[src/include/msx_consts.svh]
`ifndef MSX_CONSTS_SVH
`define MSX_CONSTS_SVH

// SDRAM address width in bytes, 128 MB
`define MSX_RAM_AW 27

// 16K page, address bits inside one page
`define MSX_PAGE_AW 14

// Primary slots of the machine
`define MSX_SLOTS 4

// Layout table, slot x subslot x page
`define MSX_LAYOUT_DEPTH 64

// RAM lookup entries
`define MSX_RAM_LUT_DEPTH 16

// Width of one configuration word, same as a RAM lookup entry
`define MSX_CFG_W 44

// Secondary slot register sits at the top of page 3
`define MSX_EXP_ADDR 16'hFFFF

`endif

[src/source/msx_bus_pkg.sv]
package msx_bus_pkg;

    // CPU cycle as seen by the slot logic
    typedef enum logic [1:0] {
        op_idle,   // No strobe this cycle
        op_read,
        op_write
    } bus_op_t;

    // Secondary slot register, one 2-bit subslot per 16K page
    // Field 0 is page 0 (0000-3FFF), field 3 is page 3
    typedef logic [3:0][1:0] subslot_reg_t;

endpackage

[src/source/msx_cfg_pkg.sv]
package msx_cfg_pkg;

`include "msx_consts.svh"

    // Mapper kinds supported by bank_mapper
    typedef enum logic [1:0] {
        map_empty,   // Nothing mapped, no chip enable
        map_plain,   // Linear ROM or RAM
        map_ascii8,  // Four 8K banks
        map_ascii16  // Two 16K banks
    } mapper_t;

    // One layout entry, selected by slot, subslot and page
    typedef struct packed {
        mapper_t    mapper;
        logic [3:0] ref_ram;     // Index into the RAM lookup
        logic       cart_num;    // Bank register set
        logic [1:0] offset_ram;  // First page of the image
    } block_t;

    // RAM lookup entry
    typedef struct packed {
        logic [`MSX_RAM_AW-1:0] addr;  // Base in SDRAM
        logic [15:0]            size;  // In 16K blocks, power of two
        logic                   ro;    // Read only
    } ram_entry_t;

    // What a configuration write lands in
    typedef enum logic [1:0] {
        cfg_layout,
        cfg_ram,
        cfg_expand
    } cfg_target_t;

endpackage

[src/source/slot_expander.sv]
`include "msx_consts.svh"

module slot_expander (
    input  logic                      clk,
    input  logic                      rst,
    input  msx_bus_pkg::bus_op_t      op,
    input  logic [15:0]               cpu_addr,
    input  logic [7:0]                cpu_wdata,
    input  logic                      slot_hit,        // This primary slot is active
    input  logic                      cfg_expand_we,   // Config write for this slot
    input  logic                      cfg_expand_bit,
    output msx_bus_pkg::subslot_reg_t sub_reg,
    output logic                      expanded
);

    logic reg_addr_hit;
    logic reg_we;

    assign reg_addr_hit = (cpu_addr == `MSX_EXP_ADDR);

    // Only an expanded slot owns FFFF
    assign reg_we = (op == msx_bus_pkg::op_write) && reg_addr_hit && slot_hit && expanded;

    // Expanded flag comes from the configuration port
    always_ff @(posedge clk) begin
        if (rst) begin
            expanded <= 1'b0;
        end else if (cfg_expand_we) begin
            expanded <= cfg_expand_bit;
        end
    end

    // Secondary slot register
    always_ff @(posedge clk) begin
        if (rst) begin
            sub_reg <= '0;               // All pages on subslot 0
        end else if (reg_we) begin
            sub_reg <= cpu_wdata;        // Visible from next cycle
        end
    end

endmodule

[src/source/expander_select.sv]
`include "msx_consts.svh"

module expander_select (
    input  logic [1:0]                active_slot,
    input  msx_bus_pkg::subslot_reg_t sub_regs [`MSX_SLOTS],
    input  logic [`MSX_SLOTS-1:0]     expanded,
    input  logic [1:0]                page,            // cpu_addr[15:14]
    input  logic                      exp_access,      // Read of FFFF this cycle
    output logic [1:0]                active_subslot,
    output logic [7:0]                exp_data,
    output logic                      exp_rq
);

    msx_bus_pkg::subslot_reg_t sel_reg;
    logic                      sel_expanded;

    // Register and flag of the active primary slot
    assign sel_reg      = sub_regs[active_slot];
    assign sel_expanded = expanded[active_slot];

    // Non expanded slot behaves as subslot 0
    assign active_subslot = sel_expanded ? sel_reg[page] : 2'd0;

    // Read back is inverted, as on real hardware
    assign exp_data = ~sel_reg;

    // Takes the data bus only for an expanded slot
    assign exp_rq = sel_expanded && exp_access;

endmodule

[src/source/layout_lookup.sv]
`include "msx_consts.svh"

module layout_lookup (
    input  logic                       clk,
    input  logic                       rst,
    input  logic                       cfg_we,
    input  msx_cfg_pkg::cfg_target_t   cfg_target,
    input  logic [5:0]                 cfg_index,
    input  logic [`MSX_CFG_W-1:0]      cfg_value,
    input  logic [5:0]                 layout_id,      // {slot, subslot, page}
    output msx_cfg_pkg::block_t        active_block,
    output msx_cfg_pkg::ram_entry_t    active_ram
);

    localparam int BLOCK_W = $bits(msx_cfg_pkg::block_t);
    localparam int RAM_W   = $bits(msx_cfg_pkg::ram_entry_t);

    // Table storage
    msx_cfg_pkg::block_t     layout  [`MSX_LAYOUT_DEPTH];
    msx_cfg_pkg::ram_entry_t ram_lut [`MSX_RAM_LUT_DEPTH];

    logic layout_we;
    logic ram_we;

    assign layout_we = cfg_we && (cfg_target == msx_cfg_pkg::cfg_layout);
    assign ram_we    = cfg_we && (cfg_target == msx_cfg_pkg::cfg_ram);

    // Layout entries
    // Zero is map_empty, so nothing is enabled after reset
    always_ff @(posedge clk) begin
        if (rst) begin
            for (int i = 0; i < `MSX_LAYOUT_DEPTH; i++) begin
                layout[i] <= '0;
            end
        end else if (layout_we) begin
            layout[cfg_index] <= msx_cfg_pkg::block_t'(cfg_value[BLOCK_W-1:0]);
        end
    end

    // RAM lookup entries
    always_ff @(posedge clk) begin
        if (rst) begin
            for (int i = 0; i < `MSX_RAM_LUT_DEPTH; i++) begin
                ram_lut[i] <= '0;
            end
        end else if (ram_we) begin
            // Low 4 bits of the index only
            ram_lut[cfg_index[3:0]] <= msx_cfg_pkg::ram_entry_t'(cfg_value[RAM_W-1:0]);
        end
    end

    // Two level read, layout first then its RAM entry
    assign active_block = layout[layout_id];
    assign active_ram   = ram_lut[active_block.ref_ram];

endmodule

[src/source/bank_mapper.sv]
`include "msx_consts.svh"

module bank_mapper (
    input  logic                    clk,
    input  logic                    rst,
    input  msx_bus_pkg::bus_op_t    op,
    input  logic [15:0]             cpu_addr,
    input  logic [7:0]              cpu_wdata,
    input  msx_cfg_pkg::block_t     active_block,
    input  msx_cfg_pkg::ram_entry_t active_ram,
    output logic [`MSX_RAM_AW-1:0]  offset,         // Byte offset from the RAM base
    output logic                    map_cs,
    output logic                    map_write_ok
);

    localparam int SIZE_BITS = `MSX_RAM_AW - `MSX_PAGE_AW;

    // Four bank registers per cartridge
    logic [7:0] banks [2][4];

    logic                   cart;
    logic [1:0]             page;
    logic [1:0]             page_rel;       // Page inside the ROM image
    logic [1:0]             a8_idx;         // 8K window 4000/6000/8000/A000
    logic [1:0]             a16_idx;        // 16K window 4000/8000
    logic                   bank_wr;
    logic [`MSX_RAM_AW-1:0] raw_offset;
    logic [`MSX_RAM_AW-1:0] size_bytes;

    assign cart     = active_block.cart_num;
    assign page     = cpu_addr[15:14];
    assign page_rel = page - active_block.offset_ram;
    assign a8_idx   = 2'(cpu_addr[15:13] - 3'd2);
    assign a16_idx  = page - 2'd1;
    assign bank_wr  = (op == msx_bus_pkg::op_write);

    // Bank register writes
    always_ff @(posedge clk) begin
        if (rst) begin
            for (int c = 0; c < 2; c++) begin
                for (int i = 0; i < 4; i++) begin
                    banks[c][i] <= 8'(i);   // Ascending pages
                end
            end
        end else if (bank_wr) begin
            case (active_block.mapper)
                msx_cfg_pkg::map_ascii8: begin
                    if (cpu_addr[15:13] == 3'b011) begin   // 6000-7FFF
                        banks[cart][cpu_addr[12:11]] <= cpu_wdata;
                    end
                end
                msx_cfg_pkg::map_ascii16: begin
                    if (cpu_addr[15:11] == 5'b01100) begin        // 6000-67FF
                        banks[cart][0] <= cpu_wdata;
                    end else if (cpu_addr[15:11] == 5'b01110) begin // 7000-77FF
                        banks[cart][1] <= cpu_wdata;
                    end
                end
                default: ;
            endcase
        end
    end

    // Offset before the size wrap
    always_comb begin
        case (active_block.mapper)
            msx_cfg_pkg::map_plain:
                raw_offset = `MSX_RAM_AW'({page_rel, cpu_addr[13:0]});
            msx_cfg_pkg::map_ascii8:
                raw_offset = `MSX_RAM_AW'({banks[cart][a8_idx], cpu_addr[12:0]});
            msx_cfg_pkg::map_ascii16:
                raw_offset = `MSX_RAM_AW'({banks[cart][a16_idx], cpu_addr[13:0]});
            default:
                raw_offset = '0;
        endcase
    end

    // Image size in bytes
    // Zero size gives an all ones mask and no wrap
    assign size_bytes = {active_ram.size[SIZE_BITS-1:0], {`MSX_PAGE_AW{1'b0}}};
    assign offset     = raw_offset & (size_bytes - 1'b1);

    assign map_cs       = (active_block.mapper != msx_cfg_pkg::map_empty);
    assign map_write_ok = (active_block.mapper == msx_cfg_pkg::map_plain) && !active_ram.ro;

endmodule

[src/source/msx_slots.sv]
`include "msx_consts.svh"

module msx_slots (
    input  logic                     clk,
    input  logic                     rst,
    input  logic                     cpu_req,       // One cycle strobe
    input  logic                     cpu_rnw,
    input  logic [15:0]              cpu_addr,
    input  logic [7:0]               cpu_wdata,
    input  logic [1:0]               active_slot,
    input  logic                     cfg_we,
    input  msx_cfg_pkg::cfg_target_t cfg_target,
    input  logic [5:0]               cfg_index,
    input  logic [`MSX_CFG_W-1:0]    cfg_value,
    input  logic [7:0]               ram_dout,
    output logic [`MSX_RAM_AW-1:0]   ram_addr,
    output logic [7:0]               ram_din,
    output logic                     ram_rnw,
    output logic                     sdram_ce,
    output logic [7:0]               data,
    output logic                     data_oe_rq     // Slot logic drives the CPU bus
);

    msx_bus_pkg::bus_op_t      op;
    msx_bus_pkg::subslot_reg_t sub_regs [`MSX_SLOTS];
    logic [`MSX_SLOTS-1:0]     expanded;
    logic [`MSX_SLOTS-1:0]     slot_hit;
    logic                      cfg_exp_we;
    logic                      exp_hit;         // Address is FFFF
    logic                      exp_access;
    logic                      exp_wr_blk;      // Subslot register write, not memory
    logic [1:0]                active_subslot;
    logic [7:0]                exp_data;
    logic                      exp_rq;
    msx_cfg_pkg::block_t       active_block;
    msx_cfg_pkg::ram_entry_t   active_ram;
    logic [`MSX_RAM_AW-1:0]    offset;
    logic                      map_cs;
    logic                      map_write_ok;

    // Bus op decode
    assign op = !cpu_req ? msx_bus_pkg::op_idle :
                cpu_rnw  ? msx_bus_pkg::op_read : msx_bus_pkg::op_write;

    assign cfg_exp_we = cfg_we && (cfg_target == msx_cfg_pkg::cfg_expand);
    assign exp_hit    = (cpu_addr == `MSX_EXP_ADDR);
    assign exp_access = exp_hit && (op == msx_bus_pkg::op_read);
    assign exp_wr_blk = exp_hit && (op == msx_bus_pkg::op_write) && expanded[active_slot];

    // One expander per primary slot
    for (genvar gi = 0; gi < `MSX_SLOTS; gi++) begin : g_slot
        assign slot_hit[gi] = (active_slot == 2'(gi));

        slot_expander u_exp (
            .clk            (clk),
            .rst            (rst),
            .op             (op),
            .cpu_addr       (cpu_addr),
            .cpu_wdata      (cpu_wdata),
            .slot_hit       (slot_hit[gi]),
            .cfg_expand_we  (cfg_exp_we && (cfg_index[1:0] == 2'(gi))),
            .cfg_expand_bit (cfg_value[0]),
            .sub_reg        (sub_regs[gi]),
            .expanded       (expanded[gi])
        );
    end

    expander_select u_sel (
        .active_slot    (active_slot),
        .sub_regs       (sub_regs),
        .expanded       (expanded),
        .page           (cpu_addr[15:14]),
        .exp_access     (exp_access),
        .active_subslot (active_subslot),
        .exp_data       (exp_data),
        .exp_rq         (exp_rq)
    );

    layout_lookup u_lut (
        .clk          (clk),
        .rst          (rst),
        .cfg_we       (cfg_we),
        .cfg_target   (cfg_target),
        .cfg_index    (cfg_index),
        .cfg_value    (cfg_value),
        .layout_id    ({active_slot, active_subslot, cpu_addr[15:14]}),
        .active_block (active_block),
        .active_ram   (active_ram)
    );

    bank_mapper u_map (
        .clk          (clk),
        .rst          (rst),
        .op           (op),
        .cpu_addr     (cpu_addr),
        .cpu_wdata    (cpu_wdata),
        .active_block (active_block),
        .active_ram   (active_ram),
        .offset       (offset),
        .map_cs       (map_cs),
        .map_write_ok (map_write_ok)
    );

    assign ram_addr = active_ram.addr + offset;    // Base plus mapper offset
    assign ram_din  = cpu_wdata;

    // Read only entries and non plain mappers never write
    assign ram_rnw = !((op == msx_bus_pkg::op_write) && map_write_ok);

    assign sdram_ce = map_cs && (op != msx_bus_pkg::op_idle) && !exp_rq && !exp_wr_blk;

    // Subslot read back has priority over memory
    assign data       = exp_rq ? exp_data : ram_dout;
    assign data_oe_rq = exp_rq;

endmodule

[config.mk]
export PLATFORM = sky130hd
export DESIGN_NAME = msx_slots
export DESIGN_NICKNAME = d
export VERILOG_FILES = /design/src/source/msx_bus_pkg.sv /design/src/source/msx_cfg_pkg.sv /design/src/source/slot_expander.sv /design/src/source/expander_select.sv /design/src/source/layout_lookup.sv /design/src/source/bank_mapper.sv /design/src/source/msx_slots.sv
export VERILOG_INCLUDE_DIRS = /design/src /design/src/include
export SDC_FILE = /design/constraint.sdc
export NUM_CORES = 2
export LEC_CHECK = 0
export ABC_AREA = 1
export BUFFER_PORTS_ARGS = -buffer_cell sky130_fd_sc_hd__buf_4
export CAP_MARGIN = 20
export CORE_UTILIZATION = 30
export DETAILED_ROUTE_END_ITERATION = 8
export SKIP_CTS_REPAIR_TIMING = 1
export SLEW_MARGIN = 20
export SYNTH_ARGS = -nofsm -noshare
export SYNTH_HDL_FRONTEND = slang
export SYNTH_SLANG_ARGS = --single-unit
[constraint.sdc]
create_clock -name clk -period 5.78 [get_ports clk]
set_input_delay 0.578 -clock clk [delete_from_list [all_inputs] [get_ports clk]]
set_output_delay 0.578 -clock clk [all_outputs]
set_load 0.1 [all_outputs]
==> summary.txt <==
Outcome
  – Status: finished with violations
  – Failing checks: setup timing

Global route
  – Aggregate global routing overflow: 0
  – Pin count of the biggest net entering global routing: 68
  – All-Layer GR Usage: 0.194
  – Initial antenna violation count: 7
  – Vias in the first global route: 43.5k
  – Wire length of the first global-routing pass: 282 mm

Route
  – Final routed wire length divided by cell count: 22.4 microns
  – Post-route DRC: 0
  – Detailed-router iteration count before antenna repair: 6
  – DRT iter0 DRCs: 5242
  – Vias post-DR: 45.5k
  – Routed wire length: 196 mm
  – Vias per cell: 5.21
  – DRT antenna net count: 0

Cells and area
  – Top Registers: u_lut.layout x576, u_lut.ram_lut x576, u_map.banks x64
  – Post-Route Utilization: 0.368
  – Layout net count: 6245
  – # fillers: 18.6k
  – Fraction of layout instances using a drive strength above 1: 0.174
  – Area added between synthesis and finish: 21.7%

Placed design
  – Buffers on Ports: 128
  – Placed wire-length estimate after detailed placement: 124 mm
  – Placer's final routability congestion estimate: 0.910
  – Post-place setup slack: -973 ps

Floorplan
  – Height of the chip: 440 microns
  – Boundary Pins: 137
  – Die ar.: 0.194 sq mm
  – Number of cell rows: 160
  – Initial standard-cell utilization of the core: 0.302
  – Width of the chip: 440 microns
  – Placeable core area: 0.190 sq mm

Logic synthesis
  – Number of distinct library cell variants in the gate-level netlist after synthesis: 52
  – Fraction of registers with async set/reset: 0
  – Area share of and/or/nand/nor cells after synthesis: 0.212
  – Net count of the mapped netlist: 5889
  – Portion of netlist area occupied by mux cells: 0
  – Area of the mapped netlist: 0.0576 sq mm
  – Gate Count Post-Synth: 5772
  – Count of yosys warnings during synthesis: 0
  – EDFF count, synth: 1216
  – Synthesized area per cell: 9.97 sq um
  – Synth Area in Adders: 0.00578
  – Xor-xnor portion of the synthesized cell area: 0.00441
  – Fraction of the yosys area taken by sequential cells: 0.647
  – Flip-flop and latch count after synthesis: 1252
  – Largest family of logic cells by synthesized area: simple AND/OR/NAND/NOR gates
  – Top FF cell, synth: edfxtp_1
  – Compound-cell area share of the yosys netlist: 0.0785

Clocking
  – Worst-case clock buffer depth: 3
  – CTS root buffer: clkbuf_16
  – Clock-pin slew on the worst setup and hold paths: 70 ps
  – Inserted Clock Buffers: 131
  – Total number of H-tree levels: 4
  – TritonCTS clock tree: done
  – Total clock sinks: 1252
  – Clock network latency to the later pin of the worst-skew pair: 790 ps

Setup path
  – Sort of element at the end of the critical path: output pin
  – Most common cell on crit path: nand2_1
  – Slowest stage cell on the critical path: o21ai_0
  – Reg-to-Reg Start: g_slot[3].u_exp.sub_reg[0]$_SDFFE_PP0P_
  – Kind of critical path: reg -> out
  – Start point of the critical path: g_slot[3].u_exp.sub_reg[0]$_SDFFE_PP0P_
  – Startpoint kind of the worst setup timing path: register
  – CP required: 5200 ps
  – Delay of the slowest cell on the worst path: 490 ps
  – Crit path arrival time: 6050 ps
  – Crit Path Max Fanout: 17

STA
  – Final period util: 1.15
  – RSZ-0062 raised after global routing: true
  – Max-slew headroom at the worst pin: 0.249
  – Shortest period the worst path allows: 6630 ps
  – Worst slew pin tran: 1120 ps
  – Maximum operating frequency: 151 MHz
  – Final-report max-slew violation count: 0
  – Clk_skew: 29.0 ps
  – Hold Vio Cnt, Final: 0
  – Final Setup Violations: 18
  – Post-layout worst setup margin: -847 ps

Power
  – Pwr Density: 356 mW/mm^2
  – Leakage Power: 27.2 nW
  – Worst-case vdd ir drop: 371 uV
  – Total chip power: 24.9 mW

Worst hold path
  – Class of the tightest hold or removal check: in -> reg
  – Startpoint of the lowest-slack hold path: rst

Job
  – Max-cap violations: 0
## critical path, delay by kind of cell, from the launching register on
kind / cells / cell delay, ps
compound gates: 8 / 1850
fa+ha+maj: 1 / 310
flops: 1 / 360
simple gates: 13 / 860
xor+xnor: 1 / 170
buf+inv: 12 / 1670
## cells in the final DEF, fill, tap and decap left out, types with 51 or more instances in the layout
cell type	count
nor2_1	1311
edfxtp_1	1216
nand2_1	1128
buf_4	528
nand3_1	440
inv_1	243
a21oi_1	202
o21ai_0	163
clkbuf_16	148
o221ai_1	84
buf_12	65
o211ai_1	63
nand2_2	61
o22ai_1	51
## power breakdown
| group | leakage, nW | switching (mW) | internal [mW] | total, mW |
|---|---|---|---|---|
| registers | 11.9 | 0.133 | 10.4 | 10.5 |
| logic | 13.2 | 3.91 | 2.05 | 5.96 |
| clock network | 2.05 | 3.67 | 4.78 | 8.45 |
| total | 27.2 | 7.71 | 17.2 | 24.9 |
## worst paths after layout
path / endpoint / slack, ps / cells past startpoint
setup / recovery: ram_addr[22] / -850 / 35
hold reg to reg: g_slot[2].u_exp.sub_reg[6]$_SDFFE_PP0P_ / 450 / 2
setup reg to reg: u_map.banks[0][8]$_SDFFCE_PN0P_ / 1620 / 27
hold / removal: g_slot[3].u_exp.expanded$_SDFFE_PP0P_ / 60 / 2
## kinds of logic after synthesis
logic type / Yosys count
adder cells (fa/ha/maj): 26
XOR/XNOR: 29
buffers and inverters: 706
flip-flops: 1252
AO/OA/AOI/OAI: 721
AND/OR/NAND/NOR: 3038
## synth_stat cells (all sizes together) (3+ instances only)
master | number | area, sq um
a311oi | 3 | 26.3
a32o | 44 | 440
o21ai | 216 | 1080
nand2 | 1201 | 4540
xnor2 | 9 | 78.8
or2 | 8 | 50.1
a21oi | 218 | 1090
o211ai | 63 | 473
nand4 | 11 | 83.8
a211oi | 3 | 22.5
a21boi | 4 | 41.3
edfxtp | 1216 | 36500
o21bai | 12 | 90.1
clkbuf | 232 | 871
a22oi | 8 | 60.1
nand3 | 463 | 2330
inv | 286 | 1080
nor4 | 4 | 31.3
o221ai | 84 | 736
ha | 25 | 313
nor3 | 20 | 105
xor2 | 20 | 175
o22ai | 51 | 319
clkinv | 3 | 11.3
buf | 185 | 1070
dfxtp | 36 | 721
a221oi | 8 | 70.1
nor2 | 1328 | 5030
## area by class of cell
cell class	instances	area (sq um)	area share
antenna	3	7.51	0.000107
clock buffer	170	3650	0.0522
timing repair buffer	638	5950	0.0849
tap	2511	3140	0.0448
multi-input combinational	3814	18400	0.262
inverter	289	1150	0.0164
sequential	1252	37300	0.532
clock inverter	62	531	0.00757
timing repair inverter	2	22.5	0.000321
## per-stage QoR
step / instance area (sq um) / std cells / setup TNS (ps) / hold WS [ps]
6_report: 70100 / 8741 / -8650 / 59.2
5_1_grt: 70100 / 8741 / -13150 / 64.2
4_1_cts: 68400 / 8688 / -16030 / 25.8
3_5_place_dp: 64200 / 8456 / -10180 / 444
3_3_place_gp: 64200 / 8456 / -10900 / 446
2_1_floorplan: 58100 / 5772 / -3930 / 424
## per-layer routing
metal,vias up,wire length [microns],track usage
met2,2252,93200,0.320
met3,379,16700,0.0318
met1,22400,78300,0.255
met4,2,7400,0.0743
li1,20500,-,-
met5,-,9,0
(Power assumes the default switching activity.)
